[src/mips_settings.svh]
`ifndef MIPS_SETTINGS_SVH
`define MIPS_SETTINGS_SVH

// Data path word width
`define MIPS_DATA_W 32

// Byte address width
`define MIPS_ADDR_W 32

// Data RAM depth in words
`define MIPS_DMEM_WORDS 256

// Register number width
`define MIPS_REG_W 5

`endif

[src/mips_pkg.sv]
`default_nettype none

`include "mips_settings.svh"

package mips_pkg;

    typedef logic [`MIPS_DATA_W-1:0]   word_t;
    typedef logic [`MIPS_REG_W-1:0]    reg_addr_t;
    typedef logic [`MIPS_DATA_W/8-1:0] byte_en_t;

    // Operation carried down the pipe, memory ops included
    typedef enum logic [3:0] {
        ALU_NOP,
        ALU_ADD,
        ALU_SUB,
        ALU_AND,
        ALU_OR,
        ALU_XOR,
        ALU_SLT,
        ALU_LB,
        ALU_LBU,
        ALU_LH,
        ALU_LHU,
        ALU_LW,
        ALU_SB,
        ALU_SH,
        ALU_SW
    } alu_op_t;

    // Only the address errors are modelled
    typedef enum logic [1:0] {
        EXC_NONE,
        EXC_ADEL,
        EXC_ADES
    } exc_t;

endpackage

`default_nettype wire

[src/ex_mem_if.sv]
`default_nettype none

interface ex_mem_if;

    mips_pkg::word_t     pc;
    mips_pkg::alu_op_t   aluop;
    mips_pkg::word_t     alures;
    mips_pkg::byte_en_t  m_wen;
    mips_pkg::word_t     m_wdata;
    logic                wreg;
    mips_pkg::reg_addr_t wraddr;
    mips_pkg::exc_t      excp;
    logic                null_item;
    logic                issue;

    modport source (
        output pc,
        output aluop,
        output alures,
        output m_wen,
        output m_wdata,
        output wreg,
        output wraddr,
        output excp,
        output null_item,
        output issue
    );

    modport sink (
        input pc,
        input aluop,
        input alures,
        input m_wen,
        input m_wdata,
        input wreg,
        input wraddr,
        input excp,
        input null_item,
        input issue
    );

endinterface

`default_nettype wire

[src/ex_mem_reg.sv]
`default_nettype none

module ex_mem_reg (
    input  logic       clk,
    input  logic       rst,
    input  logic       stall,
    input  logic       flush,
    ex_mem_if.sink     ex_side,
    ex_mem_if.source   mem_side
);

    always_ff @(posedge clk or posedge rst) begin
        if (rst) begin
            mem_side.pc        <= '0;
            mem_side.aluop     <= mips_pkg::ALU_NOP;
            mem_side.alures    <= '0;
            mem_side.m_wen     <= '0;
            mem_side.m_wdata   <= '0;
            mem_side.wreg      <= 1'b0;
            mem_side.wraddr    <= '0;
            mem_side.excp      <= mips_pkg::EXC_NONE;
            mem_side.null_item <= 1'b1;
            mem_side.issue     <= 1'b0;
        end else if (flush) begin
            // Flush wins over stall and inserts a bubble
            mem_side.pc        <= '0;
            mem_side.aluop     <= mips_pkg::ALU_NOP;
            mem_side.alures    <= '0;
            mem_side.m_wen     <= '0;
            mem_side.m_wdata   <= '0;
            mem_side.wreg      <= 1'b0;
            mem_side.wraddr    <= '0;
            mem_side.excp      <= mips_pkg::EXC_NONE;
            mem_side.null_item <= 1'b1;
            mem_side.issue     <= 1'b0;
        end else if (stall) begin
            // Contents held, but the item must not reach memory twice
            mem_side.issue     <= 1'b0;
        end else begin
            mem_side.pc        <= ex_side.pc;
            mem_side.aluop     <= ex_side.aluop;
            mem_side.alures    <= ex_side.alures;
            mem_side.m_wen     <= ex_side.m_wen;
            mem_side.m_wdata   <= ex_side.m_wdata;
            mem_side.wreg      <= ex_side.wreg;
            mem_side.wraddr    <= ex_side.wraddr;
            mem_side.excp      <= ex_side.excp;
            mem_side.null_item <= ex_side.null_item;
            mem_side.issue     <= !ex_side.null_item;
        end
    end

endmodule

`default_nettype wire

[src/flat_wrapper.sv]
// flat-port wrapper written by rule: the top's interface ports become plain ports
module ex_mem_reg_flat 
  (clk, rst, stall, flush, ex_side_pc, ex_side_aluop, ex_side_alures, ex_side_m_wen, ex_side_m_wdata, ex_side_wreg, ex_side_wraddr, ex_side_excp, ex_side_null_item, ex_side_issue, mem_side_pc, mem_side_aluop, mem_side_alures, mem_side_m_wen, mem_side_m_wdata, mem_side_wreg, mem_side_wraddr, mem_side_excp, mem_side_null_item, mem_side_issue);
  ex_mem_if ex_side_i ();
  ex_mem_if mem_side_i ();
  input  logic clk;
  input  logic rst;
  input  logic stall;
  input  logic flush;
  input wire logic [$bits(ex_side_i.pc)-1:0] ex_side_pc;
  input wire logic [$bits(ex_side_i.aluop)-1:0] ex_side_aluop;
  input wire logic [$bits(ex_side_i.alures)-1:0] ex_side_alures;
  input wire logic [$bits(ex_side_i.m_wen)-1:0] ex_side_m_wen;
  input wire logic [$bits(ex_side_i.m_wdata)-1:0] ex_side_m_wdata;
  input wire logic [$bits(ex_side_i.wreg)-1:0] ex_side_wreg;
  input wire logic [$bits(ex_side_i.wraddr)-1:0] ex_side_wraddr;
  input wire logic [$bits(ex_side_i.excp)-1:0] ex_side_excp;
  input wire logic [$bits(ex_side_i.null_item)-1:0] ex_side_null_item;
  input wire logic [$bits(ex_side_i.issue)-1:0] ex_side_issue;
  output wire logic [$bits(mem_side_i.pc)-1:0] mem_side_pc;
  output wire logic [$bits(mem_side_i.aluop)-1:0] mem_side_aluop;
  output wire logic [$bits(mem_side_i.alures)-1:0] mem_side_alures;
  output wire logic [$bits(mem_side_i.m_wen)-1:0] mem_side_m_wen;
  output wire logic [$bits(mem_side_i.m_wdata)-1:0] mem_side_m_wdata;
  output wire logic [$bits(mem_side_i.wreg)-1:0] mem_side_wreg;
  output wire logic [$bits(mem_side_i.wraddr)-1:0] mem_side_wraddr;
  output wire logic [$bits(mem_side_i.excp)-1:0] mem_side_excp;
  output wire logic [$bits(mem_side_i.null_item)-1:0] mem_side_null_item;
  output wire logic [$bits(mem_side_i.issue)-1:0] mem_side_issue;
  assign ex_side_i.pc = ex_side_pc;
  assign ex_side_i.aluop = ex_side_aluop;
  assign ex_side_i.alures = ex_side_alures;
  assign ex_side_i.m_wen = ex_side_m_wen;
  assign ex_side_i.m_wdata = ex_side_m_wdata;
  assign ex_side_i.wreg = ex_side_wreg;
  assign ex_side_i.wraddr = ex_side_wraddr;
  assign ex_side_i.excp = ex_side_excp;
  assign ex_side_i.null_item = ex_side_null_item;
  assign ex_side_i.issue = ex_side_issue;
  assign mem_side_pc = mem_side_i.pc;
  assign mem_side_aluop = mem_side_i.aluop;
  assign mem_side_alures = mem_side_i.alures;
  assign mem_side_m_wen = mem_side_i.m_wen;
  assign mem_side_m_wdata = mem_side_i.m_wdata;
  assign mem_side_wreg = mem_side_i.wreg;
  assign mem_side_wraddr = mem_side_i.wraddr;
  assign mem_side_excp = mem_side_i.excp;
  assign mem_side_null_item = mem_side_i.null_item;
  assign mem_side_issue = mem_side_i.issue;
  ex_mem_reg u_core (.clk(clk), .rst(rst), .stall(stall), .flush(flush), .ex_side(ex_side_i), .mem_side(mem_side_i));
endmodule
[config.mk]
export PLATFORM = sky130hd
export DESIGN_NAME = ex_mem_reg_flat
export DESIGN_NICKNAME = d
export VERILOG_FILES = /design/src/mips_pkg.sv /design/src/ex_mem_if.sv /design/src/ex_mem_reg.sv /design/src/flat_wrapper.sv
export VERILOG_INCLUDE_DIRS = /design/src
export SDC_FILE = /design/constraint.sdc
export NUM_CORES = 1
export LEC_CHECK = 0
export ABC_AREA = 1
export BUFFER_PORTS_ARGS = -buffer_cell sky130_fd_sc_hd__buf_2
export CORE_ASPECT_RATIO = 1.2
export CORE_MARGIN = 3
export CORE_UTILIZATION = 45
export CTS_CLUSTER_DIAMETER = 30
export DETAILED_ROUTE_END_ITERATION = 10
export GPL_TIMING_DRIVEN = 0
export PLACE_DENSITY = 0.79
export SYNTH_ARGS = -nofsm -noshare
export SYNTH_HDL_FRONTEND = slang
export SYNTH_SLANG_ARGS = --single-unit
[constraint.sdc]
create_clock -name clk -period 8.3 [get_ports clk]
set_clock_uncertainty 0.2 [all_clocks]
set_input_delay 0.415 -clock clk [delete_from_list [all_inputs] [get_ports clk]]
set_output_delay 0.415 -clock clk [all_outputs]
set_load 0.02 [all_outputs]
==> reports/results.txt <==
Routed vias - 4533
Top-level port count - 232
Setup CP Type - input pin to asynchronous set/reset pin
End of the worst register-to-register path - u_core.mem_side.null_item
Tmin final - 1.70 ns
RSZ-0062 raised after global routing - false
Sequential area share after synthesis - 63.4%
# setup viols final - 0
Die area - 11200 sq um
Max_slew headroom - 50.4%
Outcome - completed
Worst Max-Slew Pin Slew - 0.745 ns
Die Height - 116 um
Worst Path Max Fanout - 59
Sequential cell area - 2850 sq um
Place WS - 6.64 ns
Number of global-route vias before repair - 4688
Initial DRC count - 274
All-Layer GR Usage - 25.7%
Clk sink count - 114
Worst min-delay path startpoint - ex_side_wraddr[4]
Post-Layout Cell Count - 915
Critical path arrival - 2.01 ns
CTS resizes - 0
Leakage power figure - 4.07 nW
Cell Pwr Density - 223 nW/um^2
Critical path cell sequence - dlygate4sd3_1 > buf_2 > inv_4 > buf_16
CTS tree - built
Cells after Synth - 497
Most common cell after layout, fill and taps aside - buf_2
Cell row count - 39
Final Hold Vio Count - 0
Worst-skew pair later-pin latency - 0.39 ns
Initial Utilization - 46.6%
Syn_area_per_cell - 9.06 sq um
Fillers - 735
Clock Path Buffers - 2
Detail Route Antenna Nets - 0
WHS Endpoint - u_core.mem_side.wraddr[4]
Reg2Reg Setup Slack - 7.34 ns
Cell taking the most area after synthesis - dfrtp_1
HP Class - input pin to register
Placed Area - 5830 sq um
Slowest stage cell, crit path - dlygate4sd3_1
Routed vias/inst - 4.95
Multi-input gate area - 1430 sq um
Post-route cell area - 6750 sq um
Setup TNS - 0 ns
GR Overflow Total - 0
Worst Slack Setup Final - 6.60 ns
Critical path origin - rst
Global-route wire length before repair - 22.7 mm
CP required - 8.61 ns
Antenna violations before repair - 1
Postcts setup bufs - 0
CTS H-tree lvls - 4
Register bit total from synthesis - 114
Area Growth Syn to Fin - 49.8%
Synth area leaders - dfrtp_1, nand2_1, nand3_1
Fin crit share - 20.5%
Worst r2r src - u_core.mem_side.null_item
Final nets - 898
Synth top area share - 62.8%
Inst Count DP - 850
Crit. End Element - asynchronous set/reset pin
CTS root buf - clkbuf_16
Synthesized area - 4500 sq um
Largest net degree at the start of global routing - 60
Port bufs - 229
Fmax - 587 MHz
Cts hold-fix bufs - 33
N_diodes - 0
Critical Path Max Stage Delay - 0.55 ns
Cts bufs inserted - 17
Hold path depth - 3
Final Max Tran Viols - 0
Ys Warns - 0
Share of cells above drive strength 1 - 36.1%
Syn Nets - 615
Critical path startpoint category - input pin
Reg2Reg Depth - 2
Horiz. Die Dim - 97.3 um
Core area - 9660 sq um
Dpl hpwl - 9.81 mm
DRC viols - 0
Drt wl/cell - 15.4 um
Count of cell types in the netlist - 12
Placer congestion estimate - 0.891
Commonest cells after routing, fill and taps aside - buf_2, nand2_1, nand3_1, dfrtp_1, dlygate4sd3_1
Worst-path clk slew - 0.05 ns
Initial DRT Pass Iterations - 4
Final wirelength - 14.1 mm
VDD IR-drop max - 0.137 mV
Maximum Capacitance Violations - 0
## metal layers
metal | global-route usage (%) | wire (um)
met1 | 29.4 | 5630
met2 | 43.6 | 7040
met3 | 9.21 | 1120
met4 | 11.9 | 309
met5 | 0 | 7
## cell usage after synthesis
| cell | count |
|---|---|
| buf_2 | 12 |
| nand2_1 | 228 |
| buf_1 | 8 |
| clkbuf_1 | 3 |
| buf_4 | 14 |
| nor2_2 | 1 |
| nand3_1 | 113 |
| dfstp_2 | 1 |
| inv_2 | 1 |
| nor2_1 | 1 |
| dfrtp_1 | 113 |
| inv_1 | 2 |
## cell families after synthesis
family	Yosys count	synth area share, %
buffers and inverters	40	4.83
DFF	114	63.4
and+or+nand+nor	343	31.8
## critical path, delay by kind of cell
kind	cells	cell delay [ns]
buffers and inverters	4	1.55
## area by class of cell
cell class / instances / area share, %
sequential: 114 / 42.3
buffer: 37 / 3.06
clock buffer: 26 / 7.40
timing repair buffer: 264 / 22.4
multi-input combinational: 343 / 21.2
tap: 123 / 2.28
clock inverter: 5 / 1.11
inverter: 3 / 0.204
## how the worst max path moves through the flow
stage                                        endpoint  slack (ns)
after global routing        u_core.mem_side.null_item        6.47
after global placement    u_core.mem_side.m_wdata[15]        3.52
final                       u_core.mem_side.null_item        6.60
after CTS                   u_core.mem_side.null_item        6.57
after detailed placement  u_core.mem_side.m_wdata[27]        6.64
after floorplan              u_core.mem_side.aluop[0]        4.67
## registers in the layout, summed over array words and instances, names as in the netlist
| signal | cells |
|---|---|
| u_core.mem_side.alures | 32 |
| u_core.mem_side.wreg | 1 |
| u_core.mem_side.wraddr | 5 |
| u_core.mem_side.pc | 32 |
| u_core.mem_side.aluop | 4 |
| u_core.mem_side.issue | 1 |
| u_core.mem_side.null_item | 1 |
| u_core.mem_side.m_wdata | 32 |
| u_core.mem_side.m_wen | 4 |
| u_core.mem_side.excp | 2 |
## power breakdown
part / internal, mW / switching, mW
Clock: 0.470 / 0.232
Sequential: 0.588 / 0.0179
Combinational: 0.0733 / 0.121
## stage by stage
| stage | util, % | total power [mW] | hold slack [ns] |
|---|---|---|---|
| after floorplan | - | 0.711 | 0.319 |
| after global routing | 69.8 | 1.57 | 0.00436 |
| after global placement | 60.1 | 0.788 | 0.278 |
| after CTS | 69.7 | 1.52 | 0.000653 |
| after detailed placement | 60.4 | 0.796 | 0.287 |
| final | 69.8 | 1.50 | 0.0187 |
No activity file was read; power rests on OpenSTA's default activity.
